### src/sw_pkg.sv
package sw_pkg;

    localparam int SCORE_W = 14;
    localparam int POS_W   = 10;

    typedef logic signed [SCORE_W-1:0] score_t;

    // most negative score, also the saturation floor
    localparam score_t NEG_INF        = 14'b11_0000_0000_0000;
    localparam score_t MATCH_SCORE    = 14'sd2;
    localparam score_t MISMATCH_SCORE = -14'sd3;
    localparam score_t GAP_OPEN       = -14'sd12;
    localparam score_t GAP_EXT        = -14'sd1;

    typedef enum logic [1:0] {
        BASE_A,
        BASE_C,
        BASE_G,
        BASE_T
    } base_e;

    typedef enum logic [1:0] {
        ST_IDLE,
        ST_CALC,
        ST_DONE
    } ctrl_state_e;

    // signed add clamped at NEG_INF
    function automatic score_t sat_add(score_t a, score_t b);
        logic signed [SCORE_W:0] sum;
        sum = a + b;
        if (sum < NEG_INF) begin
            return NEG_INF;
        end
        return score_t'(sum[SCORE_W-1:0]);
    endfunction

    function automatic score_t smax(score_t a, score_t b);
        return (a >= b) ? a : b;
    endfunction

endpackage

### src/sw_pe.sv
module sw_pe (
    input  sw_pkg::base_e  i_q_base,
    input  sw_pkg::base_e  i_r_base,
    input  sw_pkg::score_t i_h_diag,
    input  sw_pkg::score_t i_h_top,
    input  sw_pkg::score_t i_h_left,
    input  sw_pkg::score_t i_e_left,
    input  sw_pkg::score_t i_f_top,
    output sw_pkg::score_t o_h,
    output sw_pkg::score_t o_e,
    output sw_pkg::score_t o_f
);

    import sw_pkg::*;

    score_t sub_score;
    score_t h_sub;
    score_t e_open;
    score_t e_ext;
    score_t f_open;
    score_t f_ext;

    assign sub_score = (i_q_base == i_r_base) ? MATCH_SCORE : MISMATCH_SCORE;
    assign h_sub     = sat_add(i_h_diag, sub_score);

    // horizontal gap, coming from the left column
    assign e_open = sat_add(i_h_left, GAP_OPEN);
    assign e_ext  = sat_add(i_e_left, GAP_EXT);
    assign o_e    = smax(e_open, e_ext);

    // vertical gap, coming from the row above
    assign f_open = sat_add(i_h_top, GAP_OPEN);
    assign f_ext  = sat_add(i_f_top, GAP_EXT);
    assign o_f    = smax(f_open, f_ext);

    assign o_h = smax(h_sub, smax(o_e, o_f));

endmodule

### src/sw_pe_array.sv
module sw_pe_array #(
    parameter int N_PE = 8
) (
    input  logic                          i_clk,
    input  logic                          i_rst,
    input  logic                          i_start,
    input  logic                          i_q_valid,
    input  sw_pkg::base_e                 i_q_base,
    input  sw_pkg::base_e  [N_PE-1:0]     i_ref,
    input  logic           [N_PE-1:0]     i_active,
    output sw_pkg::score_t [N_PE-1:0]     o_h_vec
);

    import sw_pkg::*;

    base_e  q_reg [N_PE];
    base_e  r_reg [N_PE];
    score_t h_reg [N_PE];
    score_t e_reg [N_PE];
    score_t f_reg [N_PE];
    score_t h_dia [N_PE];

    // boundary penalty, GAP_OPEN + c * GAP_EXT at cycle c
    score_t bound_h;
    // cell has not yet seen its first query row
    logic [N_PE-1:0] fresh;

    always_ff @(posedge i_clk or posedge i_rst) begin
        if (i_rst) begin
            bound_h <= GAP_OPEN;
            fresh   <= '1;
        end else if (i_start) begin
            bound_h <= GAP_OPEN;
            fresh   <= '1;
        end else begin
            bound_h <= sat_add(bound_h, GAP_EXT);
            fresh   <= fresh & ~i_active;
        end
    end

    genvar j;
    generate
        for (j = 0; j < N_PE; j++) begin : g_cell
            score_t h_top_in;
            score_t f_top_in;
            score_t h_diag_in;
            score_t h_left_in;
            score_t e_left_in;
            score_t e_reg_nxt;
            score_t f_reg_nxt;

            // first row takes the top boundary
            assign h_top_in  = fresh[j] ? bound_h : h_reg[j];
            assign f_top_in  = fresh[j] ? NEG_INF : f_reg[j];

            if (j == 0) begin : g_first
                assign h_diag_in = h_dia[0];
                assign h_left_in = bound_h;
                assign e_left_in = NEG_INF;

                always_ff @(posedge i_clk) begin
                    if (i_q_valid) begin
                        q_reg[0] <= i_q_base;
                    end
                    // H(c-1, 0) for the row now at cell 0
                    if (i_start) begin
                        h_dia[0] <= '0;
                    end else begin
                        h_dia[0] <= bound_h;
                    end
                end
            end else begin : g_rest
                // first row diagonal from the stepped penalty
                assign h_diag_in = fresh[j] ? h_dia[0] : h_dia[j];
                assign h_left_in = h_reg[j-1];
                assign e_left_in = e_reg[j-1];

                always_ff @(posedge i_clk) begin
                    q_reg[j] <= q_reg[j-1];
                    if (i_active[j-1]) begin
                        h_dia[j] <= h_reg[j-1];
                    end
                end
            end

            sw_pe u_pe (
                .i_q_base (q_reg[j]),
                .i_r_base (r_reg[j]),
                .i_h_diag (h_diag_in),
                .i_h_top  (h_top_in),
                .i_h_left (h_left_in),
                .i_e_left (e_left_in),
                .i_f_top  (f_top_in),
                .o_h      (o_h_vec[j]),
                .o_e      (e_reg_nxt),
                .o_f      (f_reg_nxt)
            );

            always_ff @(posedge i_clk) begin
                if (i_start) begin
                    r_reg[j] <= i_ref[j];
                end
                if (i_active[j]) begin
                    h_reg[j] <= o_h_vec[j];
                    e_reg[j] <= e_reg_nxt;
                    f_reg[j] <= f_reg_nxt;
                end
            end
        end
    endgenerate

endmodule

### src/sw_max_tree.sv
module sw_max_tree #(
    parameter int N_PE = 8
) (
    input  sw_pkg::score_t [N_PE-1:0]      i_h_vec,
    input  logic           [N_PE-1:0]      i_active,
    output sw_pkg::score_t                 o_max,
    output logic           [$clog2(N_PE)-1:0] o_max_idx
);

    import sw_pkg::*;

    localparam int IDX_W  = $clog2(N_PE);
    localparam int LEAVES = 1 << IDX_W;

    // heap order, node k combines nodes 2k and 2k+1
    score_t           node_max [1:2*LEAVES-1];
    logic [IDX_W-1:0] node_idx [1:2*LEAVES-1];
    logic             node_ok  [1:2*LEAVES-1];
    logic             take_right;

    always_comb begin
        take_right = 1'b0;
        for (int i = 0; i < LEAVES; i++) begin
            node_idx[LEAVES+i] = IDX_W'(i);
            if (i < N_PE) begin
                node_ok[LEAVES+i]  = i_active[i];
                node_max[LEAVES+i] = i_active[i] ? i_h_vec[i] : NEG_INF;
            end else begin
                // padding leaves never win
                node_ok[LEAVES+i]  = 1'b0;
                node_max[LEAVES+i] = NEG_INF;
            end
        end

        // bottom level first, right child wins ties
        for (int k = LEAVES - 1; k >= 1; k--) begin
            take_right = node_ok[2*k+1] &&
                         (!node_ok[2*k] || (node_max[2*k+1] >= node_max[2*k]));
            if (take_right) begin
                node_max[k] = node_max[2*k+1];
                node_idx[k] = node_idx[2*k+1];
            end else begin
                node_max[k] = node_max[2*k];
                node_idx[k] = node_idx[2*k];
            end
            node_ok[k] = node_ok[2*k] || node_ok[2*k+1];
        end
    end

    assign o_max     = node_max[1];
    assign o_max_idx = node_idx[1];

endmodule

### src/sw_xdrop.sv
module sw_xdrop #(
    parameter int N_PE  = 8,
    parameter int XDROP = 20
) (
    input  logic                          i_clk,
    input  logic                          i_rst,
    input  logic                          i_start,
    input  logic                          i_diag_valid,
    input  logic [sw_pkg::POS_W-1:0]      i_cycle,
    input  sw_pkg::score_t                i_diag_max,
    input  logic [$clog2(N_PE)-1:0]       i_diag_idx,
    output logic                          o_stop,
    output sw_pkg::score_t                o_max_score,
    output logic [sw_pkg::POS_W-1:0]      o_max_row,
    output logic [sw_pkg::POS_W-1:0]      o_max_col,
    output logic                          o_early_stop
);

    import sw_pkg::*;

    logic [POS_W-1:0] row_now;
    logic [POS_W-1:0] col_now;
    // anti-diagonal stream was running last cycle without a stop
    logic             valid_d;

    assign col_now = POS_W'(i_diag_idx) + POS_W'(1);
    assign row_now = i_cycle - POS_W'(i_diag_idx) + POS_W'(1);

    // compared in int so the threshold cannot wrap below NEG_INF
    assign o_stop = i_diag_valid && (int'(i_diag_max) < (int'(o_max_score) - XDROP));

    always_ff @(posedge i_clk or posedge i_rst) begin
        if (i_rst) begin
            o_max_score  <= NEG_INF;
            o_max_row    <= '0;
            o_max_col    <= '0;
            o_early_stop <= 1'b0;
            valid_d      <= 1'b0;
        end else if (i_start) begin
            o_max_score <= NEG_INF;
            o_max_row   <= '0;
            o_max_col   <= '0;
            valid_d     <= 1'b0;
        end else begin
            valid_d <= i_diag_valid && !o_stop;
            // newer anti-diagonal wins a tie
            if (i_diag_valid && (i_diag_max >= o_max_score)) begin
                o_max_score <= i_diag_max;
                o_max_row   <= row_now;
                o_max_col   <= col_now;
            end
            // flag settles on the edge that ends the alignment
            if (o_stop) begin
                o_early_stop <= 1'b1;
            end else if (valid_d && !i_diag_valid) begin
                o_early_stop <= 1'b0;
            end
        end
    end

endmodule

### src/sw_ctrl.sv
module sw_ctrl #(
    parameter int N_PE = 8
) (
    input  logic                      i_clk,
    input  logic                      i_rst,
    input  logic                      i_q_valid,
    input  logic                      i_stop,
    output logic                      o_start,
    output logic [N_PE-1:0]           o_active,
    output logic                      o_diag_valid,
    output logic [sw_pkg::POS_W-1:0]  o_cycle,
    output logic                      o_busy,
    output logic                      o_done
);

    import sw_pkg::*;

    ctrl_state_e state;
    // query stream still delivering bases
    logic        q_open;
    // stream went idle since the last start
    logic        armed;
    logic        feed;

    assign o_start      = (state == ST_IDLE) && i_q_valid && armed;
    assign feed         = q_open && i_q_valid;
    assign o_diag_valid = (state == ST_CALC) && (|o_active);
    assign o_busy       = (state != ST_IDLE);
    assign o_done       = (state == ST_DONE);

    always_ff @(posedge i_clk or posedge i_rst) begin
        if (i_rst) begin
            state    <= ST_IDLE;
            o_cycle  <= '0;
            o_active <= '0;
            q_open   <= 1'b0;
            armed    <= 1'b1;
        end else begin
            if (!i_q_valid) begin
                armed <= 1'b1;
            end
            case (state)
                ST_IDLE: begin
                    if (o_start) begin
                        state    <= ST_CALC;
                        o_cycle  <= '0;
                        o_active <= N_PE'(1);
                        q_open   <= 1'b1;
                        armed    <= 1'b0;
                    end
                end
                ST_CALC: begin
                    o_cycle <= o_cycle + POS_W'(1);
                    if (i_stop) begin
                        // later bases are dropped
                        state    <= ST_DONE;
                        o_active <= '0;
                        q_open   <= 1'b0;
                    end else begin
                        o_active <= {o_active[N_PE-2:0], feed};
                        q_open   <= feed;
                        if (!q_open && (o_active == '0)) begin
                            state <= ST_DONE;
                        end
                    end
                end
                ST_DONE: begin
                    state <= ST_IDLE;
                end
                default: begin
                    state <= ST_IDLE;
                end
            endcase
        end
    end

endmodule

### src/sw_top.sv
module sw_top #(
    parameter int N_PE  = 8,
    parameter int XDROP = 20
) (
    input  logic                          i_clk,
    input  logic                          i_rst,
    input  logic                          i_q_valid,
    input  sw_pkg::base_e                 i_q_base,
    input  sw_pkg::base_e [N_PE-1:0]      i_ref,
    output logic                          o_busy,
    output logic                          o_done,
    output sw_pkg::score_t                o_max_score,
    output logic [sw_pkg::POS_W-1:0]      o_max_row,
    output logic [sw_pkg::POS_W-1:0]      o_max_col,
    output logic                          o_early_stop
);

    import sw_pkg::*;

    logic                     start;
    logic                     stop;
    logic                     diag_valid;
    logic [N_PE-1:0]          active;
    logic [POS_W-1:0]         cycle;
    score_t [N_PE-1:0]        h_vec;
    score_t                   diag_max;
    logic [$clog2(N_PE)-1:0]  diag_idx;

    sw_ctrl #(
        .N_PE (N_PE)
    ) u_ctrl (
        .i_clk        (i_clk),
        .i_rst        (i_rst),
        .i_q_valid    (i_q_valid),
        .i_stop       (stop),
        .o_start      (start),
        .o_active     (active),
        .o_diag_valid (diag_valid),
        .o_cycle      (cycle),
        .o_busy       (o_busy),
        .o_done       (o_done)
    );

    sw_pe_array #(
        .N_PE (N_PE)
    ) u_array (
        .i_clk     (i_clk),
        .i_rst     (i_rst),
        .i_start   (start),
        .i_q_valid (i_q_valid),
        .i_q_base  (i_q_base),
        .i_ref     (i_ref),
        .i_active  (active),
        .o_h_vec   (h_vec)
    );

    sw_max_tree #(
        .N_PE (N_PE)
    ) u_tree (
        .i_h_vec   (h_vec),
        .i_active  (active),
        .o_max     (diag_max),
        .o_max_idx (diag_idx)
    );

    sw_xdrop #(
        .N_PE  (N_PE),
        .XDROP (XDROP)
    ) u_xdrop (
        .i_clk        (i_clk),
        .i_rst        (i_rst),
        .i_start      (start),
        .i_diag_valid (diag_valid),
        .i_cycle      (cycle),
        .i_diag_max   (diag_max),
        .i_diag_idx   (diag_idx),
        .o_stop       (stop),
        .o_max_score  (o_max_score),
        .o_max_row    (o_max_row),
        .o_max_col    (o_max_col),
        .o_early_stop (o_early_stop)
    );

endmodule

### config.mk
export PLATFORM = sky130hd
export DESIGN_NAME = sw_top
export DESIGN_NICKNAME = d
export VERILOG_FILES = /design/src/sw_pkg.sv /design/src/sw_pe.sv /design/src/sw_pe_array.sv /design/src/sw_max_tree.sv /design/src/sw_xdrop.sv /design/src/sw_ctrl.sv /design/src/sw_top.sv
export SDC_FILE = /design/constraint.sdc
export NUM_CORES = 2
export LEC_CHECK = 0
export BUFFER_PORTS_ARGS = -buffer_cell sky130_fd_sc_hd__buf_2
export CAP_MARGIN = 20
export CELL_PAD_IN_SITES_DETAIL_PLACEMENT = 1
export CELL_PAD_IN_SITES_GLOBAL_PLACEMENT = 1
export CORE_ASPECT_RATIO = 1.75
export CORE_MARGIN = 1.5
export CORE_UTILIZATION = 50
export DETAILED_ROUTE_END_ITERATION = 16
export PLACE_DENSITY = 0.81
export SLEW_MARGIN = 20
export SYNTH_ARGS = -nofsm -noshare
export SYNTH_HDL_FRONTEND = slang
export SYNTH_HIERARCHICAL = 1
export SYNTH_SLANG_ARGS = --single-unit
### constraint.sdc
create_clock -name i_clk -period 25.3 [get_ports i_clk]
set_input_delay 2.53 -clock i_clk [delete_from_list [all_inputs] [get_ports i_clk]]
set_output_delay 2.53 -clock i_clk [all_outputs]
set_load 0.01 [all_outputs]
Word-level counts from Yosys, hierarchy flattened

Memory sizes are Yosys's and may differ from the RTL's.
Cells that the tools add are included.

Bits in writable memories: 480
Bits of input ports: 21
Memories kept: 6
Word-level logic and storage cells: 463
Flip-flop bits (word level): 80

Magnitude comparators: 81
Add/sub/neg operators: 45
Bitwise logic cells: 4
Equal/unequal tests: 12
Reductions and logical operators: 49
Mux-type cells: 254

Memories:

| name          | words | bits a word | rd ports | clocked after Yosys merged registers in | write ports | line              | RTL |
|---|---|---|---|---|---|---|---|
| u_array.e_reg | 8     | 14          | 7        | 0                                       | 8           | sw_pe_array.sv:19 | `score_t e_reg [N_PE];` |
| u_array.f_reg | 8     | 14          | 8        | 0                                       | 8           | sw_pe_array.sv:20 | `score_t f_reg [N_PE];` |
| u_array.h_dia | 8     | 14          | 8        | 0                                       | 8           | sw_pe_array.sv:21 | `score_t h_dia [N_PE];` |
| u_array.h_reg | 8     | 14          | 8        | 0                                       | 8           | sw_pe_array.sv:18 | `score_t h_reg [N_PE];` |
| u_array.q_reg | 8     | 2           | 8        | 0                                       | 8           | sw_pe_array.sv:16 | `base_e q_reg [N_PE];` |
| u_array.r_reg | 8     | 2           | 8        | 0                                       | 8           | sw_pe_array.sv:17 | `base_e r_reg [N_PE];` |

Operators with widths:

| kind                  | number |
|---|---|
| $mux 14               | 162 |
| $lt 15x13->1 const B  | 40 |
| $ge 14x14->1          | 39 |
| $add 14x1->15 const B | 16 |
| $add 14x5->15 const B | 16 |
| $add 14x14->15        | 8 |
| $mux 1                | 74 |
| $mux 10               | 5 |
| $mux 8                | 3 |
| $add 10x1->10 const B | 2 |
| $pmux 10 s2           | 1 |
| $eq 2x2->1            | 8 |
| $logic_and 1x1->1     | 16 |
| $pmux 8 s2            | 1 |
| $lt 14x15->1          | 1 |
| $sub 14x6->15 const B | 1 |
| $ge 14x13->1 const B  | 1 |
| $logic_or 1x1->1      | 13 |
| $logic_not 1->1       | 10 |
| $mux 2                | 5 |
| $sub 10x3->10         | 1 |
| $and 8x8->8           | 1 |
| $logic_not 8->1       | 1 |
| $not 8->8             | 1 |
| other kinds (14)      | 19 |

Depth between registers and ports, before layout

An unclocked memory read counts as a cell.

Word-level depth: 30
Mapped depth: 79
Gate-level depth less buffers: 69

Hierarchy

The synthesis kept the hierarchy.

Modules (own cells, without submodules):

| module                             | instances | area each (sq um) | cells each |
|---|---|---|---|
| sw_pe (u_array.g_cell[0].u_pe ...) | 6         | 4071.4            | 570 |
| sw_pe_array                        | 1         | 18213.7           | 960 |
| sw_max_tree                        | 1         | 4249.1            | 604 |
| sw_pe (u_array.g_cell[7].u_pe)     | 1         | 4194.0            | 604 |
| sw_pe (u_array.g_cell[1].u_pe)     | 1         | 4056.4            | 579 |
| sw_xdrop                           | 1         | 2374.8            | 240 |
| sw_ctrl                            | 1         | 1007.2            | 91 |

Least setup slack after synthesis

Ideal clock, no wire load.

Kind: reg-to-reg
Start point: register u_array.fresh[4]
End point: register u_xdrop/o_max_row[8] (netlist bit)
Cell stages (with the launch flop): 74
Period minus slack after synthesis: 16.357 ns
Path slack: 8.943 ns
Arrival: 16.236 ns
Setup time: 0.121 ns
Path through: dfstp_2 clkbuf_1 clkbuf_1 mux2_2 ha_1 or3_1 clkbuf_1 nor4_4 nand2_1 a32o_2 buf_6 nor2_1 ha_1 a211oi_2 o22ai_1 o31a_1 or4_1 buf_2 [38 not listed] ha_1 a21o_1 a21o_1 a221oi_1 o31ai_1 mux2i_1 a21oi_2 buf_2 buf_4 inv_1 ha_1 ha_1 a21o_1 a211o_1 or4_1 o311ai_0 xnor2_1 a22o_1

RTL lines:

| item                     | line              | RTL |
|---|---|---|
| start: declaration       | sw_pe_array.sv:26 | `logic [N_PE-1:0] fresh;` |
| start signal: assignment | sw_pe_array.sv:37 | `fresh <= fresh & ~i_active;` |
| end signal: assignment   | sw_xdrop.sv:49    | `o_max_row <= row_now;` |
| end: declaration         | sw_xdrop.sv:14    | `output logic [sw_pkg::POS_W-1:0] o_max_row,` |

==> flow_metrics.env <==
export IMPL_numClockSinks=539
export IMPL_ys_seq_area_frac=0.266
export IMPL_syn_inst=6498
export IMPL_wire_per_inst_um=27.5
export IMPL_wirelength_um=222000
export IMPL_min_path_type="flop to flop"
export IMPL_syn2layout_area_growth_pct=6.61
export IMPL_numCtsBuffers=58
export IMPL_clkTransAtPathRegs_ns=0.06
export IMPL_synth_top_area_share=0.225
export IMPL_outcome="finished, violations left"
export IMPL_clk_insertion_delay_late_ns=0.71
export IMPL_critPathRequiredTime_ns=25.91
export IMPL_synth_top_area_cell="edfxtp_1"
export IMPL_min_period_ns=20.65
export IMPL_grt_max_degree=79
export IMPL_ant_nets=0
export IMPL_first_pass_iters=12
export IMPL_synth_seq_cells=539
export IMPL_post_cts_buffers=0
export IMPL_cp_arrival_ns=21.26
export IMPL_ys_warn_count=6
export IMPL_hold_violations=0
export IMPL_num_vias=51800
export IMPL_grt_usage=0.368
export IMPL_clk_path_buf_depth=3
export IMPL_cp_slowest_cell="o22ai_1"
export IMPL_max_slew_worst_pin_slew_ns=1.26
export IMPL_ys_flop_type="edfxtp_1"
export IMPL_synth_edf_count=438
export IMPL_dieArea_um2=119000
export IMPL_timing_rr_start="u_array/fresh[5]"
export IMPL_drv_cap=0
export IMPL_dieWidth_um=262
export IMPL_finClkSkew_ns=0.0414
export IMPL_cts_root_buf="clkbuf_16"
export IMPL_grt_pass1_vias=54900
export IMPL_setup_tns_ns=0
export IMPL_reg2reg_to="u_ctrl/o_active[4]"
export IMPL_cp_common_cell="ha_1"
export IMPL_row_count=165
export IMPL_start_util=0.505
export IMPL_async_flop_share=0.135
export IMPL_final_max_slew_viol_count=0
export IMPL_crit_fanout=23
export IMPL_rrSetupSlack_ns=4.65
export IMPL_end_kind="flop"
export IMPL_violations="DRC"
export IMPL_path_class="flop to flop"
export IMPL_synth_area_leaders="edfxtp_1 22%, ha_1 16%, mux2_2 5.7%, xnor2_1 4.2%, nor2_1 4.0%"
export IMPL_syn_area_per_cell_um2=9.01
export IMPL_post_route_period_util=0.816
export IMPL_drtIter0Drc=2962
export IMPL_cts_tree="built"
export IMPL_gp_congestion=1.02
export IMPL_fp_dieH_um=456
export IMPL_finalSetupViolCount=0
export IMPL_yosysUniqueCellTypes=117
export IMPL_grt_pass1_wl_um=330000
export IMPL_overflow=0
export IMPL_worst_setup_path_start_kind="flop"
export IMPL_endpoint="u_ctrl/o_active[4]"
export IMPL_route_detailed_drc=9
export IMPL_drive_gt1_frac=0.130
export IMPL_syn_area_um2=58500
export IMPL_dp_hpwl_um=175000
export IMPL_vias_per_cell=6.40
export IMPL_antenna_found_initial=15
export IMPL_max_freq_mhz=48.4
export IMPL_rsz0062_at_grt="false"
export IMPL_io_buffers=51
export IMPL_coreArea_um2=116000
export IMPL_cts_resized=0
export IMPL_timing_slew_headroom=0.135
export IMPL_nNetsFinal=7275
export IMPL_cts_hold_buf=0
export IMPL_io_pins=58
export IMPL_startpoint="u_array/fresh[5]"
export IMPL_critPathMaxStageDelay_ns=0.93
export IMPL_r2r_cells=70
export IMPL_h_tree_depth=2
==> how the worst min path moves through the flow <==
| stage | start | endpoint | slack (ns) | cells after the start |
|---|---|---|---|---|
| final | u_array/q_reg[6][1] | u_array/q_reg[7][1] | 0.36 | 0 |
| after global routing | u_array/q_reg[2][0] | u_array/q_reg[3][0] | 0.37 | 0 |
| after CTS | u_array/q_reg[2][0] | u_array/q_reg[3][0] | 0.37 | 0 |
| after detailed placement | u_array/q_reg[2][0] | u_array/q_reg[3][0] | 0.36 | 0 |
| after global placement | u_array/q_reg[5][0] | u_array/q_reg[6][0] | 0.35 | 0 |
| after floorplan | u_array/q_reg[1][0] | u_array/q_reg[2][0] | 0.35 | 0 |
==> cells in the mapped netlist (20+ instances only) <==
cell       number
xor2_1        127
or2_2          72
dfstp_2        22
a31oi_1        37
nand2b_1       87
a22o_1         33
a21oi_1       360
edfxtp_1      438
clkbuf_1      114
a2111oi_0      34
mux2i_4        20
inv_1         594
a21oi_2        27
buf_2          35
a221o_1        61
or3_1          47
a211oi_1       41
dfrtp_1        51
o22ai_1        39
nand2_1       353
buf_6          40
o31ai_1        24
o21a_1         26
mux2_2        295
o21ai_0       131
ha_1          732
a211o_1        32
o211ai_1       28
and3_1         29
nor3_1        201
nor4_1         65
dfxtp_1        28
o21bai_1       40
and2_1         56
a21o_1        155
or4_1          38
xnor2_1       279
nor2_1        629
nand3_1       107
nand4_1        87
mux2i_1       227
nor2b_1       261
o221ai_1       21
==> cells by family after synthesis <==
| group | synth area share |
|---|---|
| AND/OR/NAND/NOR | 0.199 |
| AO/OA/AOI/OAI | 0.152 |
| buffers and inverters | 0.0598 |
| adder cells (fa/ha/maj) | 0.160 |
| multiplexers | 0.103 |
| flip-flops | 0.266 |
| XOR/XNOR | 0.0608 |
| other | 0.000192 |
==> cell type report <==
cell class | count | area (um^2)
clock buffers | 71 | 1640
repair buffers | 119 | 766
well taps | 1503 | 1880
diodes | 20 | 50.0
inverters | 597 | 2240
multi-input cells | 5198 | 39800
fillers | 13500 | 53400
flip-flops and latches | 539 | 15600
clock inverters | 39 | 475
==> critical path: cells and delay by family (launching register included) <==
family                   cells  cell delay (ns)
AO/OA/AOI/OAI               32             9.52
adder cells (fa/ha/maj)      8             2.32
buffers and inverters       12             2.43
flip-flops                   1             0.86
multiplexers                 4             1.27
AND/OR/NAND/NOR             14             4.04
==> cells in the final DEF, fill, tap and decap left out, types with 28 or more instances in the layout <==
cell | Yosys | final
xor2_1 | 127 | 127
a22o_1 | 33 | 33
mux2_2 | 295 | 295
clkbuf_16 | 0 | 63
o21ai_0 | 131 | 131
a2111oi_0 | 34 | 34
xnor2_1 | 279 | 279
nor2_1 | 629 | 629
nand4_1 | 87 | 87
or3_1 | 47 | 47
and2_1 | 56 | 56
o211ai_1 | 28 | 28
nand2_1 | 353 | 353
dfxtp_1 | 28 | 28
buf_4 | 17 | 67
o22ai_1 | 39 | 36
a31oi_1 | 37 | 31
a221o_1 | 61 | 61
or4_1 | 38 | 36
a21o_1 | 155 | 155
nor4_1 | 65 | 65
mux2i_1 | 227 | 226
nor2b_1 | 261 | 261
inv_1 | 594 | 593
and3_1 | 29 | 29
o21bai_1 | 40 | 40
a211oi_1 | 41 | 41
nor3_1 | 201 | 201
ha_1 | 732 | 732
dfrtp_1 | 51 | 43
buf_2 | 35 | 51
nand2b_1 | 87 | 87
a21oi_2 | 27 | 28
edfxtp_1 | 438 | 438
or2_2 | 72 | 72
conb_1 | 3 | 55
a211o_1 | 32 | 32
nand3_1 | 107 | 107
a21oi_1 | 360 | 359
==> per-stage QoR <==
step                      area, um^2  utilization  setup slack, ns  hold slack [ns]  instances
after floorplan                58700            -             8.94            0.350       6550
after global placement         60200        0.519             5.83            0.354       7955
after detailed placement       60200        0.519             5.40            0.356       7955
after CTS                      62300        0.538             5.33            0.365       8065
after global routing           62400        0.538             3.88            0.369       8072
final                          62400        0.539             4.65            0.365       8086
==> per-layer routing <==
metal / global-route usage / up-vias / routed length [um]
li1: - / 23500 / -
met5: 0 / - / 60
met2: 0.651 / 1768 / 113000
met3: 0.0718 / 971 / 11000
met4: 0.359 / 8 / 24600
met1: 0.346 / 25500 / 74200
Power is left out: the tool's default activity adds up to more than one toggle a clock period on the data nets, which glitch-free logic cannot reach.
